File: config.mk
export PLATFORM = sky130hd
export DESIGN_NAME = rvvi_trace_bridge
export DESIGN_NICKNAME = d
export VERILOG_FILES = /design/src/source/rvvi_bridge_pkg.sv /design/src/source/rvvi_trace_bridge.sv /design/src/source/trace_serializer.sv /design/src/source/trace_fifo.sv /design/src/source/retire_capture.sv
export SDC_FILE = /design/constraint.sdc
export NUM_CORES = 1
export LEC_CHECK = 0
export BUFFER_PORTS_ARGS = -buffer_cell sky130_fd_sc_hd__buf_2
export CAP_MARGIN = 20
export CORE_AREA = 2 2 525 527
export DETAILED_ROUTE_END_ITERATION = 8
export DIE_AREA = 0 0 527 529
export RECOVER_POWER = 25
export SLEW_MARGIN = 20
export SYNTH_ARGS = -nofsm -noshare
export SYNTH_HDL_FRONTEND = slang
export SYNTH_SLANG_ARGS = --single-unit
File: constraint.sdc
create_clock -name rvvi -period 9.5 [get_ports rvvi]
set_input_delay 2.375 -clock rvvi [delete_from_list [all_inputs] [get_ports rvvi]]
set_output_delay 2.375 -clock rvvi [all_outputs]
set_load 0.005 [all_outputs]
File: src/source/rvvi_bridge_pkg.sv
// Retirement trace bridge package with widths, CSR table, enums and record layout
package rvvi_bridge_pkg;

    //////////////////////////////////////////////////
    // Widths
    //////////////////////////////////////////////////
    localparam int XLEN         = 32;
    localparam int ORDER_W      = 64;
    localparam int CSR_ADDR_W   = 12;
    localparam int NUM_CSRS     = 5;
    localparam int REG_ADDR_W   = 5;
    // Compact CSR fields as the core keeps them
    localparam int MSTATUS_RAW_W = 6;
    localparam int MIE_RAW_W     = 19;
    localparam int MCAUSE_RAW_W  = 7;

    // Tracked CSRs, in serialization order
    typedef enum logic [2:0] {
        CSR_MSTATUS,
        CSR_MIE,
        CSR_MCAUSE,
        CSR_MSCRATCH,
        CSR_MEPC
    } csr_idx_e;

    // Address per csr_idx_e, index 0 is mstatus
    localparam logic [NUM_CSRS-1:0][CSR_ADDR_W-1:0] CSR_ADDR =
        {12'h341, 12'h340, 12'h342, 12'h304, 12'h300};

    typedef enum logic {
        BEAT_RETIRE,
        BEAT_CSR
    } beat_kind_e;

    typedef logic [NUM_CSRS-1:0]           csr_mask_t;
    typedef logic [NUM_CSRS-1:0][XLEN-1:0] csr_vals_t;

    //////////////////////////////////////////////////
    // Architectural bit positions
    //////////////////////////////////////////////////
    localparam int MSTATUS_TW_BIT   = 21;
    localparam int MSTATUS_MPRV_BIT = 17;
    localparam int MSTATUS_MPP_LSB  = 11;
    localparam int MSTATUS_MPIE_BIT = 7;
    localparam int MSTATUS_MIE_BIT  = 3;
    localparam int MIE_FAST_LSB     = 16;
    localparam int MIE_EXT_BIT      = 11;
    localparam int MIE_TIMER_BIT    = 7;
    localparam int MIE_SW_BIT       = 3;
    localparam int MCAUSE_IRQ_BIT   = 31;
    localparam int MCAUSE_CODE_W    = 6;

    // One retirement plus the CSR state that goes with it
    typedef struct packed {
        logic [ORDER_W-1:0]    order;
        logic [XLEN-1:0]       insn;
        logic [XLEN-1:0]       pc_rdata;
        logic [XLEN-1:0]       pc_wdata;
        logic                  trap;
        logic                  intr;
        logic [REG_ADDR_W-1:0] rd_addr;
        logic [XLEN-1:0]       rd_wdata;
        csr_vals_t             csr_val;
        csr_mask_t             csr_mask;
    } retire_rec_t;

endpackage
File: src/source/rvvi_trace_bridge.sv
// Retirement trace bridge top: capture, record FIFO and beat serializer
`timescale 1ns/10ps

module rvvi_trace_bridge #(
    parameter int FIFO_DEPTH = 4
) (
    input  logic                                      rvvi,
    input  logic                                      arst_n_i,
    // Retirement port
    input  logic                                      rvfi_valid_i,
    input  logic [rvvi_bridge_pkg::ORDER_W-1:0]       rvfi_order_i,
    input  logic [rvvi_bridge_pkg::XLEN-1:0]          rvfi_insn_i,
    input  logic [rvvi_bridge_pkg::XLEN-1:0]          rvfi_pc_rdata_i,
    input  logic [rvvi_bridge_pkg::XLEN-1:0]          rvfi_pc_wdata_i,
    input  logic                                      rvfi_trap_i,
    input  logic                                      rvfi_intr_i,
    input  logic [rvvi_bridge_pkg::REG_ADDR_W-1:0]    rvfi_rd_addr_i,
    input  logic [rvvi_bridge_pkg::XLEN-1:0]          rvfi_rd_wdata_i,
    // Compact CSR state
    input  logic [rvvi_bridge_pkg::MSTATUS_RAW_W-1:0] mstatus_raw_i,
    input  logic [rvvi_bridge_pkg::MIE_RAW_W-1:0]     mie_raw_i,
    input  logic [rvvi_bridge_pkg::MCAUSE_RAW_W-1:0]  mcause_raw_i,
    input  logic [rvvi_bridge_pkg::XLEN-1:0]          mscratch_i,
    input  logic [rvvi_bridge_pkg::XLEN-1:0]          mepc_i,
    // Beat stream
    output logic                                      beat_valid_o,
    output rvvi_bridge_pkg::beat_kind_e               beat_kind_o,
    output logic [rvvi_bridge_pkg::ORDER_W-1:0]       order_o,
    output logic [rvvi_bridge_pkg::XLEN-1:0]          insn_o,
    output logic [rvvi_bridge_pkg::XLEN-1:0]          pc_rdata_o,
    output logic [rvvi_bridge_pkg::XLEN-1:0]          pc_wdata_o,
    output logic                                      trap_o,
    output logic                                      intr_o,
    output logic [rvvi_bridge_pkg::XLEN-1:0]          x_wb_o,
    output logic [rvvi_bridge_pkg::XLEN-1:0]          x_wdata_o,
    output logic [rvvi_bridge_pkg::CSR_ADDR_W-1:0]    csr_addr_o,
    output logic [rvvi_bridge_pkg::XLEN-1:0]          csr_data_o,
    output logic                                      overflow_o
);
    import rvvi_bridge_pkg::*;

    logic        cap_push;
    retire_rec_t cap_rec;
    logic        fifo_empty;
    retire_rec_t fifo_head;
    logic        ser_pop;

    retire_capture retire_capture_i (
        .rvvi            (rvvi),
        .arst_n_i        (arst_n_i),
        .rvfi_valid_i    (rvfi_valid_i),
        .rvfi_order_i    (rvfi_order_i),
        .rvfi_insn_i     (rvfi_insn_i),
        .rvfi_pc_rdata_i (rvfi_pc_rdata_i),
        .rvfi_pc_wdata_i (rvfi_pc_wdata_i),
        .rvfi_trap_i     (rvfi_trap_i),
        .rvfi_intr_i     (rvfi_intr_i),
        .rvfi_rd_addr_i  (rvfi_rd_addr_i),
        .rvfi_rd_wdata_i (rvfi_rd_wdata_i),
        .mstatus_raw_i   (mstatus_raw_i),
        .mie_raw_i       (mie_raw_i),
        .mcause_raw_i    (mcause_raw_i),
        .mscratch_i      (mscratch_i),
        .mepc_i          (mepc_i),
        .push_o          (cap_push),
        .rec_o           (cap_rec)
    );

    // Record buffer between capture and serializer
    trace_fifo #(
        .FIFO_DEPTH (FIFO_DEPTH)
    ) trace_fifo_i (
        .rvvi       (rvvi),
        .arst_n_i   (arst_n_i),
        .push_i     (cap_push),
        .rec_i      (cap_rec),
        .pop_i      (ser_pop),
        .empty_o    (fifo_empty),
        .head_o     (fifo_head),
        .overflow_o (overflow_o)
    );

    trace_serializer trace_serializer_i (
        .rvvi         (rvvi),
        .arst_n_i     (arst_n_i),
        .empty_i      (fifo_empty),
        .head_i       (fifo_head),
        .pop_o        (ser_pop),
        .beat_valid_o (beat_valid_o),
        .beat_kind_o  (beat_kind_o),
        .order_o      (order_o),
        .insn_o       (insn_o),
        .pc_rdata_o   (pc_rdata_o),
        .pc_wdata_o   (pc_wdata_o),
        .trap_o       (trap_o),
        .intr_o       (intr_o),
        .x_wb_o       (x_wb_o),
        .x_wdata_o    (x_wdata_o),
        .csr_addr_o   (csr_addr_o),
        .csr_data_o   (csr_data_o)
    );

endmodule

File: src/source/trace_serializer.sv
// Trace serializer: turns each record into a retire beat followed by its CSR beats
`timescale 1ns/10ps

module trace_serializer (
    input  logic                                  rvvi,
    input  logic                                  arst_n_i,
    input  logic                                  empty_i,
    input  rvvi_bridge_pkg::retire_rec_t          head_i,
    output logic                                  pop_o,
    output logic                                  beat_valid_o,
    output rvvi_bridge_pkg::beat_kind_e           beat_kind_o,
    output logic [rvvi_bridge_pkg::ORDER_W-1:0]   order_o,
    output logic [rvvi_bridge_pkg::XLEN-1:0]      insn_o,
    output logic [rvvi_bridge_pkg::XLEN-1:0]      pc_rdata_o,
    output logic [rvvi_bridge_pkg::XLEN-1:0]      pc_wdata_o,
    output logic                                  trap_o,
    output logic                                  intr_o,
    output logic [rvvi_bridge_pkg::XLEN-1:0]      x_wb_o,
    output logic [rvvi_bridge_pkg::XLEN-1:0]      x_wdata_o,
    output logic [rvvi_bridge_pkg::CSR_ADDR_W-1:0] csr_addr_o,
    output logic [rvvi_bridge_pkg::XLEN-1:0]      csr_data_o
);
    import rvvi_bridge_pkg::*;

    // SER_CSR means CSR beats are still owed for the held record
    typedef enum logic {
        SER_IDLE,
        SER_CSR
    } ser_state_e;

    ser_state_e  state_q;
    retire_rec_t rec_q;
    csr_mask_t   remain_q;
    csr_mask_t   remain_next;
    csr_idx_e    csr_sel_q;
    csr_idx_e    csr_next;
    logic        valid_q;
    beat_kind_e  kind_q;

    // Pop in idle, which includes the last beat of a record
    assign pop_o = !empty_i && (state_q == SER_IDLE);

    // Lowest pending CSR goes first
    always_comb begin
        csr_next = CSR_MSTATUS;
        for (int i = NUM_CSRS - 1; i >= 0; i--) begin
            if (remain_q[i]) begin
                csr_next = csr_idx_e'(i);
            end
        end
        remain_next = remain_q & ~(csr_mask_t'(1) << csr_next);
    end

    //////////////////////////////////////////////////
    // Beat sequencing
    //////////////////////////////////////////////////
    always_ff @(posedge rvvi or negedge arst_n_i) begin
        if (!arst_n_i) begin
            state_q   <= SER_IDLE;
            remain_q  <= '0;
            csr_sel_q <= CSR_MSTATUS;
            valid_q   <= 1'b0;
            kind_q    <= BEAT_RETIRE;
        end else if (pop_o) begin
            // Retire beat of the new record
            valid_q  <= 1'b1;
            kind_q   <= BEAT_RETIRE;
            remain_q <= head_i.csr_mask;
            state_q  <= (head_i.csr_mask != '0) ? SER_CSR : SER_IDLE;
        end else if (state_q == SER_CSR) begin
            valid_q   <= 1'b1;
            kind_q    <= BEAT_CSR;
            csr_sel_q <= csr_next;
            remain_q  <= remain_next;
            state_q   <= (remain_next != '0) ? SER_CSR : SER_IDLE;
        end else begin
            valid_q <= 1'b0;
            kind_q  <= BEAT_RETIRE;
        end
    end

    // Held record
    always_ff @(posedge rvvi) begin
        if (pop_o) begin
            rec_q <= head_i;
        end
    end

    //////////////////////////////////////////////////
    // Beat outputs
    //////////////////////////////////////////////////
    assign beat_valid_o = valid_q;
    assign beat_kind_o  = kind_q;
    assign order_o      = rec_q.order;
    assign insn_o       = rec_q.insn;
    assign pc_rdata_o   = rec_q.pc_rdata;
    assign pc_wdata_o   = rec_q.pc_wdata;
    assign trap_o       = rec_q.trap;
    assign intr_o       = rec_q.intr;
    // x0 writes are not reported
    assign x_wb_o       = (rec_q.rd_addr == '0) ? '0 :
                          ({{(XLEN-1){1'b0}}, 1'b1} << rec_q.rd_addr);
    assign x_wdata_o    = rec_q.rd_wdata;
    assign csr_addr_o   = CSR_ADDR[csr_sel_q];
    assign csr_data_o   = rec_q.csr_val[csr_sel_q];

    // CSR beats only continue a record
    a_csr_after_beat: assert property (@(posedge rvvi) disable iff (!arst_n_i)
        (beat_kind_o == BEAT_CSR) |-> $past(beat_valid_o))
        else $error("CSR beat without a preceding beat");

endmodule

File: src/source/trace_fifo.sv
// Trace record buffer: circular FIFO of retirement records with sticky overflow flag
`timescale 1ns/10ps

module trace_fifo #(
    parameter int FIFO_DEPTH = 4
) (
    input  logic                         rvvi,
    input  logic                         arst_n_i,
    input  logic                         push_i,
    input  rvvi_bridge_pkg::retire_rec_t rec_i,
    input  logic                         pop_i,
    output logic                         empty_o,
    output rvvi_bridge_pkg::retire_rec_t head_o,
    output logic                         overflow_o
);
    import rvvi_bridge_pkg::*;

    localparam int PTR_W = (FIFO_DEPTH > 1) ? $clog2(FIFO_DEPTH) : 1;
    localparam int CNT_W = $clog2(FIFO_DEPTH + 1);

    retire_rec_t      mem [FIFO_DEPTH];
    logic [PTR_W-1:0] wr_ptr_q;
    logic [PTR_W-1:0] rd_ptr_q;
    logic [CNT_W-1:0] count_q;
    logic             overflow_q;
    logic             full;
    logic             push_ok;
    logic             pop_ok;

    assign full    = (count_q == CNT_W'(FIFO_DEPTH));
    assign empty_o = (count_q == '0);
    // Full means dropped, even with a pop in the same cycle
    assign push_ok = push_i && !full;
    assign pop_ok  = pop_i && !empty_o;

    //////////////////////////////////////////////////
    // Pointers, occupancy, overflow
    //////////////////////////////////////////////////
    always_ff @(posedge rvvi or negedge arst_n_i) begin
        if (!arst_n_i) begin
            wr_ptr_q   <= '0;
            rd_ptr_q   <= '0;
            count_q    <= '0;
            overflow_q <= 1'b0;
        end else begin
            if (push_ok) begin
                wr_ptr_q <= (wr_ptr_q == PTR_W'(FIFO_DEPTH - 1)) ? '0 : wr_ptr_q + 1'b1;
            end
            if (pop_ok) begin
                rd_ptr_q <= (rd_ptr_q == PTR_W'(FIFO_DEPTH - 1)) ? '0 : rd_ptr_q + 1'b1;
            end
            if (push_ok && !pop_ok) begin
                count_q <= count_q + 1'b1;
            end else if (pop_ok && !push_ok) begin
                count_q <= count_q - 1'b1;
            end
            // Sticky until reset
            if (push_i && full) begin
                overflow_q <= 1'b1;
            end
        end
    end

    // Storage
    always_ff @(posedge rvvi) begin
        if (push_ok) begin
            mem[wr_ptr_q] <= rec_i;
        end
    end

    assign head_o     = mem[rd_ptr_q];
    assign overflow_o = overflow_q;

    // Consumer must respect empty
    a_no_pop_empty: assert property (@(posedge rvvi) disable iff (!arst_n_i)
        !(pop_i && empty_o))
        else $error("pop while FIFO empty");

endmodule

File: src/source/retire_capture.sv
// Retirement capture: packs CSRs, tracks CSR changes, registers one record per retirement
`timescale 1ns/10ps

module retire_capture (
    input  logic                                     rvvi,
    input  logic                                     arst_n_i,
    input  logic                                     rvfi_valid_i,
    input  logic [rvvi_bridge_pkg::ORDER_W-1:0]      rvfi_order_i,
    input  logic [rvvi_bridge_pkg::XLEN-1:0]         rvfi_insn_i,
    input  logic [rvvi_bridge_pkg::XLEN-1:0]         rvfi_pc_rdata_i,
    input  logic [rvvi_bridge_pkg::XLEN-1:0]         rvfi_pc_wdata_i,
    input  logic                                     rvfi_trap_i,
    input  logic                                     rvfi_intr_i,
    input  logic [rvvi_bridge_pkg::REG_ADDR_W-1:0]   rvfi_rd_addr_i,
    input  logic [rvvi_bridge_pkg::XLEN-1:0]         rvfi_rd_wdata_i,
    input  logic [rvvi_bridge_pkg::MSTATUS_RAW_W-1:0] mstatus_raw_i,
    input  logic [rvvi_bridge_pkg::MIE_RAW_W-1:0]    mie_raw_i,
    input  logic [rvvi_bridge_pkg::MCAUSE_RAW_W-1:0] mcause_raw_i,
    input  logic [rvvi_bridge_pkg::XLEN-1:0]         mscratch_i,
    input  logic [rvvi_bridge_pkg::XLEN-1:0]         mepc_i,
    output logic                                     push_o,
    output rvvi_bridge_pkg::retire_rec_t             rec_o
);
    import rvvi_bridge_pkg::*;

    csr_vals_t   csr_now;
    csr_vals_t   csr_prev_q;
    csr_mask_t   changed;
    csr_mask_t   pending_q;
    logic        push_q;
    retire_rec_t rec_q;

    //////////////////////////////////////////////////
    // CSR packing
    //////////////////////////////////////////////////
    always_comb begin
        csr_now = '0;
        // mstatus raw order is tw, mprv, mpp, mpie, mie
        csr_now[CSR_MSTATUS][MSTATUS_TW_BIT]        = mstatus_raw_i[0];
        csr_now[CSR_MSTATUS][MSTATUS_MPRV_BIT]      = mstatus_raw_i[1];
        csr_now[CSR_MSTATUS][MSTATUS_MPP_LSB +: 2]  = mstatus_raw_i[3:2];
        csr_now[CSR_MSTATUS][MSTATUS_MPIE_BIT]      = mstatus_raw_i[4];
        csr_now[CSR_MSTATUS][MSTATUS_MIE_BIT]       = mstatus_raw_i[5];
        // mie raw is fast[15:0], then external, timer, software
        csr_now[CSR_MIE][MIE_FAST_LSB +: 16]        = mie_raw_i[15:0];
        csr_now[CSR_MIE][MIE_EXT_BIT]               = mie_raw_i[16];
        csr_now[CSR_MIE][MIE_TIMER_BIT]             = mie_raw_i[17];
        csr_now[CSR_MIE][MIE_SW_BIT]                = mie_raw_i[18];
        // Interrupt flag to the top bit, code stays low
        csr_now[CSR_MCAUSE][MCAUSE_IRQ_BIT]         = mcause_raw_i[6];
        csr_now[CSR_MCAUSE][MCAUSE_CODE_W-1:0]      = mcause_raw_i[MCAUSE_CODE_W-1:0];
        // Full-width CSRs pass straight
        csr_now[CSR_MSCRATCH]                       = mscratch_i;
        csr_now[CSR_MEPC]                           = mepc_i;
    end

    // Per-CSR change against last cycle
    always_comb begin
        for (int i = 0; i < NUM_CSRS; i++) begin
            changed[i] = (csr_now[i] != csr_prev_q[i]);
        end
    end

    //////////////////////////////////////////////////
    // Change tracking and push strobe
    //////////////////////////////////////////////////
    always_ff @(posedge rvvi or negedge arst_n_i) begin
        if (!arst_n_i) begin
            csr_prev_q <= '0;
            pending_q  <= '0;
            push_q     <= 1'b0;
        end else begin
            csr_prev_q <= csr_now;
            push_q     <= rvfi_valid_i;
            // Retirement consumes the mask
            if (rvfi_valid_i) begin
                pending_q <= '0;
            end else begin
                pending_q <= pending_q | changed;
            end
        end
    end

    // Record payload, loaded on retirement only
    always_ff @(posedge rvvi) begin
        if (rvfi_valid_i) begin
            rec_q.order    <= rvfi_order_i;
            rec_q.insn     <= rvfi_insn_i;
            rec_q.pc_rdata <= rvfi_pc_rdata_i;
            rec_q.pc_wdata <= rvfi_pc_wdata_i;
            rec_q.trap     <= rvfi_trap_i;
            rec_q.intr     <= rvfi_intr_i;
            rec_q.rd_addr  <= rvfi_rd_addr_i;
            rec_q.rd_wdata <= rvfi_rd_wdata_i;
            rec_q.csr_val  <= csr_now;
            // Same-cycle change counts too
            rec_q.csr_mask <= pending_q | changed;
        end
    end

    assign push_o = push_q;
    assign rec_o  = rec_q;

    // Back-to-back pushes need back-to-back retirements
    a_push_follows_valid: assert property (@(posedge rvvi) disable iff (!arst_n_i)
        (push_o && $past(push_o)) |-> ($past(rvfi_valid_i, 1) && $past(rvfi_valid_i, 2)))
        else $error("push_o held without consecutive retirements");

endmodule

==> results of run 1 <==
[per-stage QoR]
step                      setup slack, ns  area, µm²
after floorplan                    0.6211      68060
after global placement              4.899      73830
after detailed placement            4.786      73830
after CTS                           3.792      80720
after global routing                3.602      80740
final                               3.884      80810
[how the worst min path moves through the flow]
stage | end | depth (start not counted) | from | slack (ns)
after floorplan | trace_fifo_i.mem[0][0] | 0 | retire_capture_i.rec_o[0] | 0.46
after global placement | trace_fifo_i.overflow_o | 1 | trace_fifo_i.overflow_o | 0.46
after detailed placement | trace_fifo_i.overflow_o | 1 | trace_fifo_i.overflow_o | 0.47
after CTS | trace_fifo_i.mem[3][273] | 0 | retire_capture_i.rec_o[337] | 0.46
after global routing | trace_fifo_i.mem[2][180] | 0 | retire_capture_i.rec_o[244] | 0.47
final | trace_fifo_i.mem[0][180] | 0 | retire_capture_i.rec_o[244] | 0.46
[worst register-to-register path: cells and delay by family, from the launching register on]
family	cells	cell delay, ns
and+or+nand+nor	2	0.79
DFF	1	0.43
AOI/OAI and AO/OA	1	0.52
buffers and inverters	2	1.63
[registers in the layout, indices dropped and copies added, names as in the netlist, 5 cells and up]
signal,count
retire_capture_i.csr_prev_q,96
trace_serializer_i.pc_rdata_o,32
trace_fifo_i.mem,1200
trace_serializer_i.rec_q,101
trace_serializer_i.remain_q,5
trace_serializer_i.x_wdata_o,32
trace_serializer_i.order_o,64
trace_serializer_i.pc_wdata_o,32
trace_serializer_i.insn_o,32
retire_capture_i.pending_q,5
retire_capture_i.rec_o,300
[final cells by class]
class / count / area, µm² / share of cell area
multi-input cells: 653 / 9146 / 0.1132
clock inverters: 133 / 1490 / 0.01844
diodes: 33 / 82.58 / 0.001022
clock buffers: 247 / 5401 / 0.06684
flip-flops and latches: 1916 / 56940 / 0.7046
inverters: 10 / 45.04 / 0.0005574
repair buffers: 600 / 3213 / 0.03976
well taps: 3589 / 4491 / 0.05557
[placed cells by master (no fill, tap or decap), types with 4 or more instances in the layout]
cell type | Yosys | routed
sky130_fd_sc_hd__a22o_1 | 9 | 9
sky130_fd_sc_hd__a31oi_1 | 4 | 4
sky130_fd_sc_hd__and2_4 | 0 | 4
sky130_fd_sc_hd__buf_12 | 0 | 8
sky130_fd_sc_hd__buf_2 | 47 | 559
sky130_fd_sc_hd__buf_4 | 215 | 32
sky130_fd_sc_hd__bufinv_16 | 0 | 20
sky130_fd_sc_hd__clkbuf_1 | 20 | 34
sky130_fd_sc_hd__clkbuf_16 | 0 | 208
sky130_fd_sc_hd__clkbuf_8 | 0 | 5
sky130_fd_sc_hd__clkinv_1 | 1 | 29
sky130_fd_sc_hd__clkinv_16 | 0 | 10
sky130_fd_sc_hd__clkinv_2 | 0 | 43
sky130_fd_sc_hd__clkinv_4 | 0 | 7
sky130_fd_sc_hd__clkinvlp_4 | 0 | 12
sky130_fd_sc_hd__conb_1 | 2 | 9
sky130_fd_sc_hd__dfrtp_1 | 121 | 119
sky130_fd_sc_hd__diode_2 | 0 | 33
sky130_fd_sc_hd__edfxtp_1 | 1795 | 1795
sky130_fd_sc_hd__ha_1 | 6 | 6
sky130_fd_sc_hd__inv_1 | 9 | 9
sky130_fd_sc_hd__inv_4 | 0 | 4
sky130_fd_sc_hd__inv_6 | 0 | 4
sky130_fd_sc_hd__inv_8 | 0 | 4
sky130_fd_sc_hd__mux2i_1 | 18 | 18
sky130_fd_sc_hd__mux4_2 | 301 | 301
sky130_fd_sc_hd__nand2_1 | 47 | 47
sky130_fd_sc_hd__nand2b_1 | 7 | 7
sky130_fd_sc_hd__nand3_1 | 6 | 6
sky130_fd_sc_hd__nand4_1 | 18 | 18
sky130_fd_sc_hd__nor2_1 | 34 | 34
sky130_fd_sc_hd__nor3_1 | 20 | 20
sky130_fd_sc_hd__nor4_1 | 9 | 8
sky130_fd_sc_hd__o21ai_0 | 28 | 28
sky130_fd_sc_hd__xnor2_1 | 78 | 78
sky130_fd_sc_hd__xor2_1 | 21 | 21
[layer usage]
layer	vias up	GRT usage	wire length, µm
li1	12570	-	-
met1	15640	0.1466	65080
met2	1255	0.1644	70420
met3	309	0.03825	16980
met4	58	0.03545	4399
met5	-	0	364
[where the power goes]
group	internal (mW)	switching (mW)	leakage, nW
registers	11.7	1.01	18.1
logic	2.03	2.87	5.21
clock network	4.65	3.39	3.34
[logic make-up after synthesis]
kind of cell    after synthesis  synth area share
flops                      1916            0.8368
mux                         322            0.1028
buf+inv                     296           0.02939
simple gates                155           0.01098
xor+xnor                     99           0.01275
compound gates               61          0.005793
fa+ha+maj                     7          0.001398
other cells                   2         0.0001104
==> implementation parameters, run 1 <==
Parameter                              Value

Worst setup path
  Worst path top cell family by delay    simple AND/OR/NAND/NOR gates
  Critical Path Max Stage Delay    approximately 0.94 ns
  Startpoint of the lowest-slack register-to-register path    trace_fifo_i.count_q[1]
  Cells traversed along the worst timing path    nand2b_1 -> nor2_1 -> a22o_1 -> buf_2
  Setup crit start kind    register
  Crit path max-delay cell type    sky130_fd_sc_hd__dfrtp_1
  R2R Setup Slk    5.64 ns
  Termination of the worst setup path    csr_data_o[14]
  Largest fanout of any net on the critical path    21
  Worst EP required    a little over 7 ns
  Buffer and inverter count on the worst path    1
  Setup crit end kind    output port
  Length in cells of the worst reg-to-reg path    5
  Data arrival, critical path    about 3.2 ns
  Critical path class    register to output port
  FF-to-FF End    trace_fifo_i.mem[2][189]
  Path length in cells of the critical path    4
  Crit. Startpoint    trace_serializer_i.csr_sel_q[0]

GRT
  Largest net degree at the start of global routing    roughly 140
  Initial antenna violation count    68
  Final global-route overflow total    0
  Via count of the first global-routing pass    between 30k and 40k
  Global-route wire length before repair    roughly 220000 µm
  GRT Total Usage    0.1092

Layout
  Fraction of layout cells with a size suffix above 1    0.3464
  Finished Core Util    0.2961
  Post-synthesis to final-layout area growth    18.78%
  Final Instance Count excl. Fillers    7181
  Final layout net count    approximately 3.7k
  Filler cell count in the final layout    ~26k

Synth
  Sequential area share after synthesis    0.8368
  Warnings from Yosys    0
  Fraction of registers with async set/reset    0.06315
  Commonest cells in the netlist    1795 x sky130_fd_sc_hd__edfxtp_1, 301 x sky130_fd_sc_hd__mux4_2, 215 x sky130_fd_sc_hd__buf_4
  Most common cell in the synthesized netlist    sky130_fd_sc_hd__edfxtp_1
  Number of storage elements in the synthesis netlist    approximately 1.9k
  Dominant register cell in the synthesized netlist    sky130_fd_sc_hd__edfxtp_1
  Area of the mapped netlist    between 0.06 and 0.07 mm²
  Syn Inst Count    about 2.9k
  Mean Syn Cell Area    about 24 µm²
  Cells taking the most area after synthesis    sky130_fd_sc_hd__edfxtp_1 79%, sky130_fd_sc_hd__mux4_2 10%, sky130_fd_sc_hd__dfrtp_1 4.5%
  Cell accounting for the most synthesized area    sky130_fd_sc_hd__edfxtp_1
  Number of library cell types mapped by synthesis    a little under 50
  Count of flip-flops with a built-in enable after synthesis    1795
  Top cell type's share of synthesized area    0.7923

Clock tree
  Post-cts resize count    0
  Inserted Clock Buffers    a little over 200
  Number of setup buffers added after CTS    0
  Register clock-pin slew on the reported worst setup and hold paths    ~0.06 ns
  Clock tree root buffer cell    sky130_fd_sc_hd__clkbuf_16
  Bufs on Longest Clock Path    4
  Hold-fix buffers at CTS    0
  Sinks on the clock net    1916
  TritonCTS clock tree    done
  Clock insertion delay at the later pin of the skew report    ~0.9 ns
  H-tree levels    4

Flow run
  Count of maximum capacitance violations    0

Drt
  Via-to-Cell Ratio    4.155
  Final routed wirelength across all metal layers    ~160000 µm
  Routed len/inst    21.90 µm
  Residual DRC count    0
  Number of DRC markers in iteration 0    2653
  Post-route antenna net violation count    0
  Via count    29.83k
  Number of detailed-routing iterations run before antenna repair    5

Die
  Placement Rows    between 150 and 200
  Initial cell density of the core    0.2493
  I/O pin total    approximately 570
  Die width    about 530 µm
  Core Box Area    0.2729 mm²
  Die outline height    roughly 530 µm
  Area of the die    about 0.28 mm²

Timing
  Worst-case hold slack    ~0.46 ns
  Total negative setup slack    0 ns
  Final critical-path required period    about 5.6 ns
  Setup Skew    0.07942 ns
  Period Utilization, post-route    0.5911
  Peak clock frequency supported by timing    roughly 0.18 GHz
  Slew at the pin closest to its max-slew limit    1.140 ns
  Setup-failing EPs final    0
  Final hold violation count    0
  Relative slew slack    0.2400
  Max Transition Viols Final    0
  Unrepaired setup endpoints after global routing    false

Power
  Ratio of total power to cell area    roughly 320 mW/mm²
  Maximum ir drop on the vdd rail    approximately 0.2 mV
  Static Leak    26.70 nW
  Total design power    between 20 and 30 mW

Placed design
  Gp weighted congestion    around 0.80
  Post-DP HPWL    ~96000 µm
  Placed Instances    6768
  Number of buffer cells added on primary ports    561

Worst hold path
  Worst hold path class    register to register

Outcome
  Outcome    finished, final reports clean
No activity file was read; power rests on OpenSTA's default activity.
==> inputs of run 2 (changes only) <==
ABC_AREA = 1   (was unset)
CORE_AREA = 2 2 532 534   (was 2 2 525 527)
DIE_AREA = 0 0 534 536   (was 0 0 527 529)
clock period = 5.4 ns   (was 9.5 ns; I/O delays follow)
==> implementation parameters, run 2 <==
Parameter                              Value

Outcome
  Outcome    finished, final reports clean

GRT
  Largest net degree at the start of global routing    approximately 230
  Final global-route overflow total    0
  GRT Total Usage    0.1197
  Global-route wire length before repair    between 200000 and 300000 µm
  Initial antenna violation count    55
  Via count of the first global-routing pass    ~37k

Worst setup path
  R2R Setup Slk    between 2 and 2.5 ns
  Length in cells of the worst reg-to-reg path    4
  Setup crit end kind    output port
  Startpoint of the lowest-slack register-to-register path    trace_fifo_i.rd_ptr_q[0]
  Setup crit start kind    register
  FF-to-FF End    trace_serializer_i.order_o[29]
  Critical path class    register to output port
  Critical Path Max Stage Delay    0.84 ns
  Data arrival, critical path    between 3 and 4 ns
  Crit path max-delay cell type    sky130_fd_sc_hd__nor2_2
  Cells traversed along the worst timing path    inv_2 -> nand2_1 -> nor2_2 -> a22oi_1 -> nand3_1 -> buf_2
  Largest fanout of any net on the critical path    16
  Worst EP required    4.05 ns

Worst hold path
  Hold worst-path end    trace_fifo_i.mem[3][7]
  Critical hold path startpoint    retire_capture_i.rec_o[16]
  Worst hold path class    register to register
  Worst hold stages    0

Synth
  Number of library cell types mapped by synthesis    38
  Dominant register cell in the synthesized netlist    sky130_fd_sc_hd__edfxtp_1
  Syn Inst Count    around 4.5k
  Cell accounting for the most synthesized area    sky130_fd_sc_hd__edfxtp_1
  Commonest cells in the netlist    1795 x sky130_fd_sc_hd__edfxtp_1, 689 x sky130_fd_sc_hd__nor2_1, 505 x sky130_fd_sc_hd__o21ai_0
  Fraction of registers with async set/reset    0.06315
  Count of flip-flops with a built-in enable after synthesis    around 1.8k
  Top cell type's share of synthesized area    0.7725
  Area of the mapped netlist    around 0.070 mm²
  Number of storage elements in the synthesis netlist    between 1.5k and 2k
  Cells taking the most area after synthesis    sky130_fd_sc_hd__edfxtp_1 77%, sky130_fd_sc_hd__dfrtp_1 4.3%, sky130_fd_sc_hd__nor2_1 3.7%
  Most common cell in the synthesized netlist    sky130_fd_sc_hd__edfxtp_1
  Warnings from Yosys    0
  Mean Syn Cell Area    15.50 µm²
  Sequential area share after synthesis    0.8159

Placed design
  Placed Instances    approximately 8.5k
  DP Worst Slack    ~1.9 ns
  Number of buffer cells added on primary ports    roughly 560
  Post-DP HPWL    approximately 110000 µm
  Gp weighted congestion    about 0.8

Flow run
  Count of maximum capacitance violations    0

Layout
  Register name with the most flops    trace_fifo_i.mem
  Fraction of layout cells with a size suffix above 1    0.1706
  Number of flip-flops under the largest register name    between 1k and 1.5k
  Most common cell after layout, fill and taps aside    sky130_fd_sc_hd__edfxtp_1
  Final layout net count    between 5k and 6k
  Final Instance Count excl. Fillers    about 9k
  Filler cell count in the final layout    27.71k
  Most frequent cells in the layout    1795 x sky130_fd_sc_hd__edfxtp_1, 684 x sky130_fd_sc_hd__nor2_1, 505 x sky130_fd_sc_hd__o21ai_0, 470 x sky130_fd_sc_hd__buf_2, 302 x sky130_fd_sc_hd__o22ai_1
  Post-synthesis to final-layout area growth    17.79%

Clock tree
  TritonCTS clock tree    done
  Hold-fix buffers at CTS    0
  H-tree levels    4
  Clock tree root buffer cell    sky130_fd_sc_hd__clkbuf_16
  Inserted Clock Buffers    204
  Bufs on Longest Clock Path    4
  Clock insertion delay at the later pin of the skew report    approximately 0.88 ns
  Post-cts resize count    0
  Sinks on the clock net    ~1.9k
  Register clock-pin slew on the reported worst setup and hold paths    around 0.060 ns
  Number of setup buffers added after CTS    0

Drt
  Via-to-Cell Ratio    between 4 and 5
  Routed len/inst    between 20 and 25 µm
  Final routed wirelength across all metal layers    180100 µm
  Post-route antenna net violation count    0
  Via count    roughly 38k
  Number of detailed-routing iterations run before antenna repair    5
  Number of DRC markers in iteration 0    between 3k and 4k
  Residual DRC count    0

Timing
  Max Transition Viols Final    0
  Final hold violation count    0
  Setup slack after layout    about 1.0 ns
  Relative slew slack    0.2040
  Worst-case hold slack    about 0.44 ns
  Setup Skew    between 0.09 and 0.1 ns
  Final critical-path required period    between 4 and 5 ns
  Period Utilization, post-route    0.8152
  Setup-failing EPs final    0
  Slew at the pin closest to its max-slew limit    roughly 1.2 ns
  Unrepaired setup endpoints after global routing    false
  Peak clock frequency supported by timing    approximately 0.23 GHz

Die
  Core Box Area    approximately 0.28 mm²
  Area of the die    about 0.29 mm²
  Initial cell density of the core    0.2485
  Placement Rows    about 200
  Die width    approximately 530 µm
  Die outline height    ~540 µm
  I/O pin total    571

Power
  Maximum ir drop on the vdd rail    around 0.48 mV
  Total design power    ~46 mW
  Ratio of total power to cell area    ~560 mW/mm²
  Static Leak    between 20 and 30 nW
==> run 2: cell types whose count changed after synthesis, sizes merged, moves of 13 or more <==
| cell | before | now |
|---|---|---|
| nor2 | 34 | 691 |
| o21ai | 28 | 623 |
| mux4 | 301 | 0 |
| o22ai | 2 | 302 |
| nand2 | 47 | 260 |
| inv | 9 | 136 |
| buf | 266 | 335 |
| xnor2 | 78 | 18 |
| clkbuf | 20 | 79 |
| nand3 | 6 | 45 |
| a21oi | 2 | 23 |
| mux2i | 18 | 0 |
| nand4 | 18 | 5 |
==> run 2: layer usage <==
layer | vias up | track usage | share of wire | routed length, µm
met5 | - | 0 | 0.0011 | 195
met4 | 30 | 0.04402 | 0.035 | 6293
met3 | 302 | 0.03204 | 0.085 | 15260
met2 | 1467 | 0.1899 | 0.46 | 83530
met1 | 19300 | 0.1565 | 0.42 | 74870
li1 | 17250 | - | - | -
==> run 2: power breakdown <==
group	internal (mW)	switching [mW]
sequential	20.6	1.41
clock	8.29	5.84
combinational	2.77	7.44
==> run 2: how the worst max path moves through the flow <==
stage	startpoint	endpoint	slack (ns)
floorplan	trace_fifo_i.count_q[0]	trace_fifo_i.mem[0][0]	-0.14
global placement	trace_serializer_i.csr_sel_q[2]	csr_data_o[31]	2.00
detailed placement	trace_serializer_i.csr_sel_q[2]	csr_data_o[31]	1.90
CTS	trace_serializer_i.csr_sel_q[2]	csr_data_o[31]	0.90
global route	trace_serializer_i.csr_sel_q[2]	csr_data_o[31]	0.85
finish	trace_serializer_i.csr_sel_q[2]	csr_data_o[31]	1.0
==> run 2: logic make-up after synthesis <==
group / count (synthesis) / share of synthesized area
flops: 1916 / 0.8159
simple gates: 1036 / 0.05778
compound gates: 960 / 0.07467
buf+inv: 551 / 0.04639
xor+xnor: 29 / 0.003640
fa+ha+maj: 7 / 0.001363
other cells: 2 / 0.0001076
mux: 1 / 0.0001614
==> run 2: layout make-up <==
cell class	instances	area, µm²	share of cell area
Antenna cell	23	57.56	0.0007003
Sequential cell	1916	56940	0.6928
Inverter	137	555.5	0.006759
Clock inverter	116	1365	0.01661
Multi-Input combinational cell	2042	9676	0.1177
Tap cell	3743	4683	0.05698
Clock buffer	258	5439	0.06618
Timing Repair Buffer	620	3476	0.04229
==> run 2: worst max-delay path, delay by kind of cell (launching register included) <==
family | cells | cell delay [ns]
simple gates | 3 | 1.12
flops | 1 | 0.45
buf+inv | 2 | 0.33
compound gates | 1 | 0.26
==> run 2: through the flow <==
step | setup TNS [ns] | utilization | cell area (µm²)
2_1_floorplan | -158.66 | - | 69840
4_1_cts | 0 | 0.2928 | 82220
3_5_place_dp | 0 | 0.2686 | 75420
5_1_grt | 0 | 0.2926 | 82160
6_report | 0 | 0.2927 | 82190
3_3_place_gp | 0 | 0.2685 | 75390
